**config.mk**
```make
export PLATFORM = sky130hd
export DESIGN_NAME = adc_calib_top
export DESIGN_NICKNAME = d
export VERILOG_FILES = /design/src/rtl/adc_calib_pkg.sv /design/src/rtl/adc_frontend.sv /design/src/rtl/calib_regs.sv /design/src/rtl/linear_calib.sv /design/src/rtl/dac_formatter.sv /design/src/rtl/adc_calib_top.sv
export VERILOG_INCLUDE_DIRS = /design/src /design/src/rtl
export SDC_FILE = /design/constraint.sdc
export NUM_CORES = 1
export LEC_CHECK = 0
export BUFFER_PORTS_ARGS = -buffer_cell sky130_fd_sc_hd__buf_2
export CORE_MARGIN = 3
export CORE_UTILIZATION = 40
export CTS_CLUSTER_DIAMETER = 200
export DETAILED_ROUTE_END_ITERATION = 12
export PLACE_DENSITY = 0.68
export SLEW_MARGIN = 20
export SYNTH_ARGS = -nofsm -noshare
export SYNTH_HDL_FRONTEND = slang
export SYNTH_SLANG_ARGS = --single-unit
```
**constraint.sdc**
```tcl
create_clock -name adc_clk -period 11.4 [get_ports adc_clk]
set_input_delay 1.71 -clock adc_clk [delete_from_list [all_inputs] [get_ports adc_clk]]
set_output_delay 1.71 -clock adc_clk [all_outputs]
set_load 0.005 [all_outputs]
```
**src/rtl/adc_calib_consts.svh**
```systemverilog
// acquisition path constants
// widths, channel count and calibration scaling shared by rtl and bench

`ifndef ADC_CALIB_CONSTS_SVH
`define ADC_CALIB_CONSTS_SVH

////////////////////////////////////////////////////////////////////////////
// channel count
////////////////////////////////////////////////////////////////////////////

// number of identical acquisition channels
`define NUM_CH 2

////////////////////////////////////////////////////////////////////////////
// data widths
////////////////////////////////////////////////////////////////////////////

// raw ADC pin word, lowest two bits reserved
`define ADC_PIN_W 16
// signed sample after conversion
`define SMP_W 14

////////////////////////////////////////////////////////////////////////////
// calibration
////////////////////////////////////////////////////////////////////////////

// gain width and its fraction bits
`define CAL_MW 16
`define CAL_SHIFT 13
// gain value meaning 1.0
`define CAL_UNITY 8192
// field bit on top of the channel index
`define CAL_AW 2

`endif

```
**src/rtl/adc_calib_pkg.sv**
```systemverilog
// acquisition path types
// sample, calibration coefficient and register write word definitions

`include "adc_calib_consts.svh"

package adc_calib_pkg;

  ////////////////////////////////////////////////////////////////////////////
  // stream and coefficient types
  ////////////////////////////////////////////////////////////////////////////

  // signed sample, two's complement
  typedef logic signed [`SMP_W-1:0] smp_t;

  // gain, fixed point with CAL_SHIFT fraction bits
  typedef logic signed [`CAL_MW-1:0] gain_t;

  // offset, same scale as the sample
  typedef logic signed [`SMP_W-1:0] offs_t;

  ////////////////////////////////////////////////////////////////////////////
  // register write word
  ////////////////////////////////////////////////////////////////////////////

  // offset view, spare bits above the value
  typedef struct packed {
    logic [`CAL_MW-`SMP_W-1:0] unused;
    offs_t                     offs;
  } offs_word_t;

  // one bus word, read as gain or as offset depending on the field bit
  typedef union packed {
    gain_t      gain;
    offs_word_t offs_w;
  } cal_word_u;

endpackage : adc_calib_pkg

```
**src/rtl/adc_frontend.sv**
```systemverilog
// ADC front end
// captures the pin words and turns the inverted offset binary code
// into signed samples with a continuous valid level

`include "adc_calib_consts.svh"

module adc_frontend
  import adc_calib_pkg::*;
(
  input  logic                                    adc_clk,
  input  logic                                    top_rst,
  // raw pin words, one per channel
  input  logic [`NUM_CH-1:0][`ADC_PIN_W-1:0]      adc_dat_i,
  // converted stream
  output smp_t [`NUM_CH-1:0]                      smp_o,
  output logic                                    smp_vld_o
);

  ////////////////////////////////////////////////////////////////////////////
  // sample capture
  ////////////////////////////////////////////////////////////////////////////

  // pin registers, no reset on the data path
  always_ff @(posedge adc_clk) begin
    for (int i = 0; i < `NUM_CH; i++) begin
      // keep the msb, invert the rest
      // two reserved lsbs are dropped here
      smp_o[i] <= {adc_dat_i[i][`ADC_PIN_W-1], ~adc_dat_i[i][`ADC_PIN_W-2:2]};
    end
  end

  ////////////////////////////////////////////////////////////////////////////
  // stream valid
  ////////////////////////////////////////////////////////////////////////////

  // converter runs freely, valid rises on the first clock after reset
  always_ff @(posedge adc_clk or posedge top_rst) begin
    if (top_rst) begin
      smp_vld_o <= 1'b0;
    end else begin
      smp_vld_o <= 1'b1;
    end
  end

endmodule : adc_frontend

```
**src/rtl/calib_regs.sv**
```systemverilog
// calibration register file
// per channel gain and offset, written by a plain strobe with the
// bus word decoded as gain or offset by the field bit

`include "adc_calib_consts.svh"

module calib_regs
  import adc_calib_pkg::*;
(
  input  logic                      adc_clk,
  input  logic                      top_rst,
  // write port
  input  logic                      cal_we_i,
  input  logic [`CAL_AW-1:0]        cal_addr_i,
  input  cal_word_u                 cal_dat_i,
  // coefficients to the channels
  output gain_t [`NUM_CH-1:0]       gain_o,
  output offs_t [`NUM_CH-1:0]       offs_o
);

  // address split, channel index below the field bit
  localparam int CH_W = `CAL_AW - 1;

  logic [CH_W-1:0] wr_ch;
  logic            wr_offs;

  // top bit selects the field
  assign wr_offs = cal_addr_i[`CAL_AW-1];
  assign wr_ch   = cal_addr_i[CH_W-1:0];

  ////////////////////////////////////////////////////////////////////////////
  // register array
  ////////////////////////////////////////////////////////////////////////////

  always_ff @(posedge adc_clk or posedge top_rst) begin
    if (top_rst) begin
      for (int i = 0; i < `NUM_CH; i++) begin
        // unity gain, no offset
        gain_o[i] <= gain_t'(`CAL_UNITY);
        offs_o[i] <= '0;
      end
    end else if (cal_we_i) begin
      for (int i = 0; i < `NUM_CH; i++) begin
        if (wr_ch == CH_W'(i)) begin
          if (wr_offs) begin
            // offset view, spare top bits ignored
            offs_o[i] <= cal_dat_i.offs_w.offs;
          end else begin
            // full word is the gain
            gain_o[i] <= cal_dat_i.gain;
          end
        end
      end
    end
  end

endmodule : calib_regs

```
**src/rtl/linear_calib.sv**
```systemverilog
// linear calibration for one channel
// stage 1 multiplies by the gain, stage 2 scales, adds the offset
// and saturates to the sample range

`include "adc_calib_consts.svh"

module linear_calib
  import adc_calib_pkg::*;
(
  input  logic  adc_clk,
  input  logic  top_rst,
  // input stream
  input  smp_t  smp_i,
  input  logic  vld_i,
  // coefficients
  input  gain_t gain_i,
  input  offs_t offs_i,
  // output stream, clip aligned with its sample
  output smp_t  smp_o,
  output logic  vld_o,
  output logic  clip_o
);

  // full product width
  localparam int PRD_W = `SMP_W + `CAL_MW;

  // sample range limits at product width
  localparam logic signed [PRD_W-1:0] SAT_MAX = (2 ** (`SMP_W - 1)) - 1;
  localparam logic signed [PRD_W-1:0] SAT_MIN = -(2 ** (`SMP_W - 1));

  // stage 1
  logic signed [PRD_W-1:0] prd_q;
  offs_t                   offs_q;
  logic                    vld_q;

  // stage 2 combinational
  logic signed [PRD_W-1:0] sum;
  smp_t                    sat_smp;
  logic                    sat_clip;

  ////////////////////////////////////////////////////////////////////////////
  // stage 1, multiply
  ////////////////////////////////////////////////////////////////////////////

  // offset sampled together with the gain
  always_ff @(posedge adc_clk) begin
    prd_q  <= smp_i * gain_i;
    offs_q <= offs_i;
  end

  ////////////////////////////////////////////////////////////////////////////
  // stage 2, scale, offset, saturate
  ////////////////////////////////////////////////////////////////////////////

  // arithmetic shift floors toward minus infinity
  // full width sum cannot overflow
  always_comb begin
    sum      = (prd_q >>> `CAL_SHIFT) + offs_q;
    sat_clip = 1'b0;
    if (sum > SAT_MAX) begin
      sat_smp  = SAT_MAX[`SMP_W-1:0];
      sat_clip = 1'b1;
    end else if (sum < SAT_MIN) begin
      sat_smp  = SAT_MIN[`SMP_W-1:0];
      sat_clip = 1'b1;
    end else begin
      sat_smp  = sum[`SMP_W-1:0];
    end
  end

  always_ff @(posedge adc_clk) begin
    smp_o <= sat_smp;
  end

  // valid and clip follow the data through both stages
  always_ff @(posedge adc_clk or posedge top_rst) begin
    if (top_rst) begin
      vld_q  <= 1'b0;
      vld_o  <= 1'b0;
      clip_o <= 1'b0;
    end else begin
      vld_q  <= vld_i;
      vld_o  <= vld_q;
      clip_o <= sat_clip;
    end
  end

endmodule : linear_calib

```
**src/rtl/dac_formatter.sv**
```systemverilog
// DAC output formatter
// turns calibrated samples into inverted DAC codes, registers them
// and keeps a sticky clip flag per channel

`include "adc_calib_consts.svh"

module dac_formatter
  import adc_calib_pkg::*;
(
  input  logic                              adc_clk,
  input  logic                              top_rst,
  // calibrated streams
  input  smp_t [`NUM_CH-1:0]                smp_i,
  input  logic [`NUM_CH-1:0]                vld_i,
  input  logic [`NUM_CH-1:0]                clip_i,
  // sticky flag clear
  input  logic                              clip_clr_i,
  // DAC side
  output logic [`NUM_CH-1:0][`SMP_W-1:0]    dac_dat_o,
  output logic                              dac_vld_o,
  output logic [`NUM_CH-1:0]                clip_o
);

  ////////////////////////////////////////////////////////////////////////////
  // DAC code
  ////////////////////////////////////////////////////////////////////////////

  // sign kept, magnitude bits inverted for the negative slope DAC
  always_ff @(posedge adc_clk) begin
    for (int i = 0; i < `NUM_CH; i++) begin
      dac_dat_o[i] <= {smp_i[i][`SMP_W-1], ~smp_i[i][`SMP_W-2:0]};
    end
  end

  ////////////////////////////////////////////////////////////////////////////
  // valid and clip flags
  ////////////////////////////////////////////////////////////////////////////

  // channels run in lockstep, channel 0 stands for all
  always_ff @(posedge adc_clk or posedge top_rst) begin
    if (top_rst) begin
      dac_vld_o <= 1'b0;
      clip_o    <= '0;
    end else begin
      dac_vld_o <= vld_i[0];
      for (int i = 0; i < `NUM_CH; i++) begin
        // clear beats a new clip in the same cycle
        if (clip_clr_i) begin
          clip_o[i] <= 1'b0;
        end else if (vld_i[i] && clip_i[i]) begin
          clip_o[i] <= 1'b1;
        end
      end
    end
  end

endmodule : dac_formatter

```
**src/rtl/adc_calib_top.sv**
```systemverilog
// acquisition path top level
// ADC capture, per channel linear calibration and DAC formatting,
// with a small register block for the calibration values

`include "adc_calib_consts.svh"

module adc_calib_top
  import adc_calib_pkg::*;
(
  input  logic                                adc_clk,
  input  logic                                top_rst,
  // ADC pins
  input  logic [`NUM_CH-1:0][`ADC_PIN_W-1:0]  adc_dat_i,
  // calibration write port
  input  logic                                cal_we_i,
  input  logic [`CAL_AW-1:0]                  cal_addr_i,
  input  logic [`CAL_MW-1:0]                  cal_dat_i,
  // clip status
  input  logic                                clip_clr_i,
  output logic [`NUM_CH-1:0]                  clip_o,
  // DAC side
  output logic [`NUM_CH-1:0][`SMP_W-1:0]      dac_dat_o,
  output logic                                dac_vld_o
);

  ////////////////////////////////////////////////////////////////////////////
  // local signals
  ////////////////////////////////////////////////////////////////////////////

  // converted ADC stream
  smp_t  [`NUM_CH-1:0] smp;
  logic                smp_vld;
  // coefficients
  gain_t [`NUM_CH-1:0] gain;
  offs_t [`NUM_CH-1:0] offs;
  // calibrated streams
  smp_t  [`NUM_CH-1:0] cal_smp;
  logic  [`NUM_CH-1:0] cal_vld;
  logic  [`NUM_CH-1:0] cal_clip;

  ////////////////////////////////////////////////////////////////////////////
  // front end and registers
  ////////////////////////////////////////////////////////////////////////////

  adc_frontend i_frontend (
    .adc_clk   (adc_clk),
    .top_rst   (top_rst),
    .adc_dat_i (adc_dat_i),
    .smp_o     (smp),
    .smp_vld_o (smp_vld)
  );

  // bus word goes straight into the union port
  calib_regs i_regs (
    .adc_clk    (adc_clk),
    .top_rst    (top_rst),
    .cal_we_i   (cal_we_i),
    .cal_addr_i (cal_addr_i),
    .cal_dat_i  (cal_dat_i),
    .gain_o     (gain),
    .offs_o     (offs)
  );

  ////////////////////////////////////////////////////////////////////////////
  // channels
  ////////////////////////////////////////////////////////////////////////////

  for (genvar i = 0; i < `NUM_CH; i++) begin : for_ch
    linear_calib i_calib (
      .adc_clk (adc_clk),
      .top_rst (top_rst),
      .smp_i   (smp[i]),
      .vld_i   (smp_vld),
      .gain_i  (gain[i]),
      .offs_i  (offs[i]),
      .smp_o   (cal_smp[i]),
      .vld_o   (cal_vld[i]),
      .clip_o  (cal_clip[i])
    );
  end : for_ch

  ////////////////////////////////////////////////////////////////////////////
  // DAC formatting
  ////////////////////////////////////////////////////////////////////////////

  dac_formatter i_formatter (
    .adc_clk    (adc_clk),
    .top_rst    (top_rst),
    .smp_i      (cal_smp),
    .vld_i      (cal_vld),
    .clip_i     (cal_clip),
    .clip_clr_i (clip_clr_i),
    .dac_dat_o  (dac_dat_o),
    .dac_vld_o  (dac_vld_o),
    .clip_o     (clip_o)
  );

endmodule : adc_calib_top

```
==> impl_metrics.tcl, run 1 <==
set metrics [dict create \
    status "complete, no violations" \
    ys.flop_type "dfxtp_1" \
    synthAdderAreaFrac_pct 46.25 \
    grt_pass1_wl_mm 86.81 \
    fin_area_um2 25430 \
    cp_slowest_cell "dfxtp_1" \
    wl_per_cell_um 16.21 \
    io_pins 85 \
    hp-start "for_ch[1].i_calib.smp_o[13]" \
    syn2layout_area_growth_pct 7.934 \
    postCtsSetupRepairBufs 0 \
    maxSlewViolCount 0 \
    die-area_um2 61850 \
    min_path_cells 0 \
    synthSimpleGateAreaFrac_pct 13.02 \
    setup.worst_path.class "flop to flop" \
    clk_latency_ns 0.54 \
    r2r_end "for_ch[0].i_calib.prd_q[29]" \
    clk_path_buf_depth 3 \
    period_needed_ns 6.516 \
    die_h_um 248.7 \
    worstReg2RegStart "i_frontend.smp_o[5]" \
    synthMuxAreaShare_pct 2.953 \
    grt.total_usage_pct 17.10 \
    core_um2 58030 \
    vias 15520 \
    synth_top_family_by_area "adder cells" \
    fmax_mhz 153.5 \
    grt_max_degree 69 \
    dp_hpwl_mm 40.81 \
    gp_congestion 0.8677 \
    slew_headroom_pct 37.47 \
    cts-resized-gates 0 \
    cts_buffers 24 \
    clk_pin_slew_ns 0.06 \
    synth_compound_area_share_pct 5.969 \
    drive_above_1_share_pct 8.708 \
    crit_path_end_kind "flop" \
    crit_path_max_fanout 16 \
    min_to "i_formatter.dac_dat_o[27]" \
    cts-root-buf "clkbuf_16" \
    drtPass1Iterations 5 \
    worst_setup_path_start_kind "flop" \
    syn_inst 2343 \
    syn_avg_cell_area_um2 10.06 \
    cap_violations 0 \
    drc 0 \
    finClkSkew_ns 0.01139 \
    htree_levels 1 \
    antenna_found_initial 1 \
    cts.sinks 214 \
    hold_violations 0 \
    hold_class "flop to flop" \
    wl_mm 51.31 \
    setup_viol 0 \
    drtIter0Drc 679 \
    cp_cell_sequence "nand2_1 > fa_1 > fa_1 > inv_1 > fa_1 > fa_1 > fa_1 > fa_1 > ha_1 > a21o_1 > a21o_1 > a221oi_1 > a21oi_1 > a211oi_1 > o31ai_1 > a21oi_1 > xnor2_1" \
    n_antenna_cell 0 \
    first_global_vias 17330 \
    grt_overflow_total 0 \
    syn-cell-area_um2 23560 \
    syn_nets 3005 \
    regToRegSetupSlack_ns 4.88 \
    tightest_slew_ns 0.9352 \
    yosys.area_share.xor_xnor_pct 2.746 \
    holdBufCountCts 0 \
    critPathMaxStageDelay_ns 0.84 \
    ys_warn_count 0 \
    async_flop_share_pct 31.78 \
    place_area_um2 24670 \
    die_w_um 248.7 \
    vias_per_cell 4.904 \
    synth-seq-area-share_pct 19.64 \
    yosysUniqueCellTypes 71 \
    initial_utilization_pct 40.60 \
    cp_common_cell "fa_1" \
    cts_tree "done" \
    rsz0062_at_grt "no" \
    ant_nets 0 \
    ff2ff_path_depth 17 \
    layout.nets 3044 \
    ys_ff_latch 214 \
    cp.arrival_ns 6.98 \
    setup_tns_ns 0 \
    startpoint "i_frontend.smp_o[5]" \
    period_share_pct 57.16 \
    synth_edf_count 0 \
    required_ns 11.87 \
    numPortBuffers 80 \
    num_rows 88 \
]
==> Yosys cell counts, types with 3 or more instances <==
cell      instances  area [µm²]
and3_1            5       31.28
xnor2_1          56       490.5
or3_1             6       37.54
nand2b_1         15       93.84
xor2_1           16       140.1
nor2_1           62       232.7
nand2_1         202       758.2
ha_1            170        2127
o21bai_1          8       60.06
nand4_1           7       43.79
a211oi_2          3       37.54
o31ai_1           3       22.52
mux2_2           60       675.7
nand3b_1          4       30.03
o21a_1           11       82.58
o21ai_0          28       140.1
dfxtp_1         146        2923
a21oi_2           3       26.28
clkbuf_1         66       247.7
or2_2             4       25.02
fa_1            438        8768
nor3_1           19       95.09
nor2b_1           6       37.54
and2_1          238        1489
o21ai_1           4       20.02
nor3b_1           5       37.54
nor4_1            4       25.02
o211ai_1          4       30.03
nand3_1          15       75.07
dfrtp_1          66        1652
a31oi_1           8       50.05
a21o_1           19       142.6
inv_1           517        1941
a211oi_1         11       82.58
a21oi_1          69       345.3
and4_1            3       26.28
==> kinds of logic after synthesis <==
group,Yosys count
compound gates,200
mux,62
buf+inv,587
simple gates,598
flops,214
xor+xnor,73
other cells,1
fa+ha+maj,608
==> per-layer routing <==
| metal | global-route usage (%) | part of all wire, % | vias up | routed length [µm] |
|---|---|---|---|---|
| met3 | 2.474 | 5.2 | 119 | 2691 |
| li1 | - | - | 7160 | - |
| met5 | 0 | 0.025 | - | 13 |
| met2 | 28.10 | 46 | 423 | 23610 |
| met4 | 6.653 | 3.8 | 2 | 1969 |
| met1 | 22.95 | 45 | 7816 | 23030 |
==> through the flow <==
step / setup slack, ns / utilization (%) / instances / hold slack (ns)
floorplan: 5.591 / - / 2343 / 0.3096
global placement: 5.010 / 42.51 / 3121 / 0.3153
detailed placement: 4.886 / 42.51 / 3121 / 0.3226
CTS: 4.874 / 43.82 / 3165 / 0.3358
global route: 4.563 / 43.82 / 3165 / 0.3358
finish: 4.884 / 43.82 / 3165 / 0.3329
==> worst max path at each step <==
stage	slack, ns	to
after detailed placement	4.89	for_ch[0].i_calib.prd_q[29]
after global placement	5.01	for_ch[0].i_calib.prd_q[29]
after floorplan	5.59	for_ch[0].i_calib.prd_q[29]
after global routing	4.56	for_ch[1].i_calib.prd_q[29]
after CTS	4.87	for_ch[1].i_calib.prd_q[29]
final	4.88	for_ch[0].i_calib.prd_q[29]
==> layout by cell type (no fill, tap or decap), drive strengths merged, types with 4 or more instances in the layout <==
cell type  count
nor2b          6
dfxtp        146
nand2b        15
clkbuf        35
mux2          60
ha           170
or2            4
or3            6
a21o          20
xor2          17
nand2        202
o21a          11
o21bai         8
a211oi        14
and2         238
a21oi         73
o31ai          4
nand3         15
o21ai         34
inv          522
dfrtp         66
nand4          7
nor4           4
nor3b          5
a31oi          9
nor3          20
nor2          62
xnor2         56
fa           438
nand3b         4
buf           83
and3           5
o211ai         5
==> area by class of cell <==
type	count	area, µm²
Sequential cell	214	4627
Clock inverter	9	77.57
Fill cell	5422	32600
Timing Repair Buffer	83	422.9
Tap cell	765	957.2
Clock buffer	35	683.2
Multi-Input combinational cell	1542	16720
Inverter	517	1941
==> flip-flops by register name (all words and copies together) (netlist names), 2 cells and up <==
| name | count |
|---|---|
| for_ch.i_calib.clip_o | 2 |
| i_formatter.clip_o | 2 |
| for_ch.i_calib.prd_q | 34 |
| for_ch.i_calib.smp_o | 28 |
| i_frontend.smp_o | 28 |
| i_regs.gain_o | 32 |
| i_regs.offs_o | 28 |
| i_formatter.dac_dat_o | 28 |
| for_ch.i_calib.offs_q | 28 |
==> worst max-delay path: cells and delay by family, from the launching register on <==
kind | cells | cell delay [ns]
buffers and inverters | 1 | 0.06
AOI/OAI and AO/OA | 7 | 1.87
and+or+nand+nor | 1 | 0.19
xor gates and xnor gates | 1 | 0.14
adders and majority gates | 7 | 3.36
DFF | 1 | 0.84
Power of run 1 is left out: the tool's default activity adds up to more than one toggle a clock period on the data nets, which glitch-free logic cannot reach.
==> run 2: changes to the inputs <==
- ABC_AREA: not set -> 1
- PLACE_DENSITY: 0.68 -> 0.69
- clock period: 11.4 -> 5.2 ns (I/O delays scaled with it)
==> run 2 against run 1 <==
Against the previous run: the run now ends with negative setup slack left; routed wire length is 31% higher; area after synthesis is 7.8% higher; highest routed layer unchanged; sequential share of layout area is 3.9 points lower.
==> impl_metrics.tcl, run 2 <==
set metrics [dict create \
    status "finished with violations" \
    violations "negative setup slack" \
    period_needed_ns 5.517 \
    rsz0062_at_grt "yes" \
    finClkSkew_ns 0.02850 \
    routed.top_layer "met5" \
    htree_levels 1 \
    yosysTopAreaCell "fa_1" \
    layout_commonest_cell "inv_1" \
    hold_class "input pin to asynchronous set/reset pin" \
    drive_above_1_share_pct 26.31 \
    yosysTopAreaCellShare_pct 34.54 \
    grt_max_degree 59 \
    maxSlewViolCount 0 \
    grt.total_usage_pct 20.26 \
    ys_warn_count 0 \
    dp_hpwl_mm 52.22 \
    tightest_slew_ns 0.8311 \
    syn_nets 3854 \
    cts-root-buf "clkbuf_16" \
    required_ns 5.70 \
    die-area_um2 66530 \
    ant_nets 0 \
    largest_reg_flops 34 \
    largestRegisters "for_ch.i_calib.prd_q: 34 flops, i_regs.gain_o: 32 flops" \
    clk_pin_slew_ns 0.06 \
    period_share_pct 106.1 \
    num_rows 91 \
    drtPass1Iterations 6 \
    setup_viol 23 \
    top_register "for_ch.i_calib.prd_q" \
    cp.arrival_ns 6.02 \
    initial_utilization_pct 40.76 \
    io_pins 85 \
    clk_path_buf_depth 3 \
    grt_pass1_wl_mm 108.9 \
    synth_edf_count 0 \
    setup.worst_path.class "flop to flop" \
    ys_ff_latch 214 \
    syn-cell-area_um2 25390 \
    grt_overflow_total 0 \
    final_cell_mix "817 x inv_1, 755 x nand2_1, 408 x fa_1" \
    hold_violations 0 \
    synthTopCellsByArea "fa_1 35%, inv_1 13%, nand2_1 12%" \
    async_flop_share_pct 31.78 \
    post-synth-top-count-cell "inv_1" \
    drtIter0Drc 1359 \
    layout_setup_ws_ns -0.3169 \
    crit_path_max_fanout 7 \
    vias 20710 \
    numPortBuffers 80 \
    n_antenna_cell 0 \
    synth_commonest_cells "896 x inv_1, 835 x nand2_1, 438 x fa_1, 170 x ha_1, 146 x dfxtp_1" \
    cts_buffers 25 \
    wl_met3_mm 3.410 \
    die_h_um 257.9 \
    syn_inst 3192 \
    cap_violations 0 \
    slew_headroom_pct 44.59 \
    fill_cells 5521 \
    wl_per_cell_um 15.29 \
    synth-seq-area-share_pct 18.23 \
    met2_length_mm 33.27 \
    drc 0 \
    first_global_vias 21780 \
    worst_setup_path_start_kind "flop" \
    fmax_mhz 181.3 \
    gp_congestion 0.9153 \
    yosysUniqueCellTypes 45 \
    layout.nets 4216 \
    syn2layout_area_growth_pct 28.69 \
    ff2ff_path_depth 22 \
    core_um2 62280 \
    clk_latency_ns 0.58 \
    setup_tns_ns -2.802 \
    wl_met1_mm 28.02 \
    crit_path_end_kind "flop" \
    wl_mm 67.42 \
    vias_per_cell 4.696 \
    syn_avg_cell_area_um2 7.953 \
    die_w_um 257.9 \
    cts.sinks 214 \
    antenna_found_initial 1 \
    ys.flop_type "dfxtp_1" \
    cts_tree "done" \
    holdBufCountCts 0 \
]
## run 2: cell types whose count changed after synthesis, moves of 17 or more
cell / before / now
nand2_1: 202 / 835
clkbuf_1: 66 / 90
mux2_2: 60 / 0
o21ai_0: 28 / 105
nor2_1: 62 / 108
nand3_1: 15 / 61
a21oi_1: 69 / 86
inv_1: 517 / 896
and2_1: 238 / 1
xnor2_1: 56 / 32
## run 2: routing by layer
layer,vias to the layer above,track usage (%)
met3,152,2.383
met4,2,6.906
met2,594,35.28
met5,-,0
li1,9916,-
met1,10050,26.20
## run 2: area by class of cell
cell class | instances | area (µm²) | area share (%)
timing repair buffer | 434 | 3652 | 11.18
inverter | 904 | 3402 | 10.41
clock buffer | 32 | 693.2 | 2.122
tap | 837 | 1047 | 3.205
multi-input combinational | 1975 | 19090 | 58.44
sequential | 214 | 4674 | 14.31
clock inverter | 14 | 108.9 | 0.3332
## run 2: worst max-delay path, cell delays in order (launching register included)
cell,delay [ns]
dfrtp_2,0.49
nand2_2,0.10
inv_2,0.04
fa_1,0.57
inv_2,0.05
fa_2,0.74
inv_2,0.10
fa_1,0.51
fa_2,0.44
fa_1,0.50
inv_2,0.04
fa_1,0.51
inv_2,0.05
ha_4,0.31
nand2_4,0.08
buf_12,0.13
nor2_4,0.09
inv_2,0.07
nor3_4,0.20
nand4_1,0.16
nand2_1,0.11
nand2_1,0.06
nand2_1,0.07
## run 2: path summary, 6_finish.rpt
kind / slack, ns / startpoint / end
worst max-delay path: -0.32 / i_regs.gain_o[15] / for_ch[0].i_calib.prd_q[26]
worst min-delay path: 0.16 / top_rst / i_regs.offs_o[24]
worst max register to register: -0.32 / i_regs.gain_o[15] / for_ch[0].i_calib.prd_q[26]
worst min register to register: 0.33 / for_ch[0].i_calib.smp_o[13] / i_formatter.dac_dat_o[13]
max in group asynchronous: 3.86 / top_rst / i_regs.gain_o[6]
min in group adc_clk: 0.31 / adc_dat_i[15] / i_frontend.smp_o[13]
## run 2: through the flow
step / hold WS, ns / instances / utilization (%) / cell area [µm²] / setup WS [ns]
finish: 0.1575 / 4410 / 52.46 / 32670 / -0.3169
global placement: 0.3132 / 4287 / 46.57 / 29000 / -0.2988
detailed placement: 0.3121 / 4287 / 46.57 / 29000 / -0.3779
CTS: 0.1351 / 4363 / 50.04 / 31170 / -0.1978
global route: 0.1660 / 4410 / 52.46 / 32670 / -0.4788
floorplan: 0.3096 / 3192 / - / 25550 / -0.02786
## run 2: kinds of logic (layout without fill, tap and decap cells)
group	count (synthesis)	count (layout)	share of synthesized area, %
compound gates	231	231	4.874
flops	214	214	18.23
other cells	1	1	0.01477
fa+ha+maj	608	608	42.92
buf+inv	1003	1384	14.96
simple gates	1071	1071	16.80
xor+xnor	64	64	2.208
## run 2: what timing repair did
item | in CTS | in global routing
setup endpoints to repair | 33 | 34
gates resized for setup | 293 | 316
buffers inserted | 31 | 50
pin swaps | 150 | 206
cloned | 0 | 1
Power of run 2 is left out for the same reason.
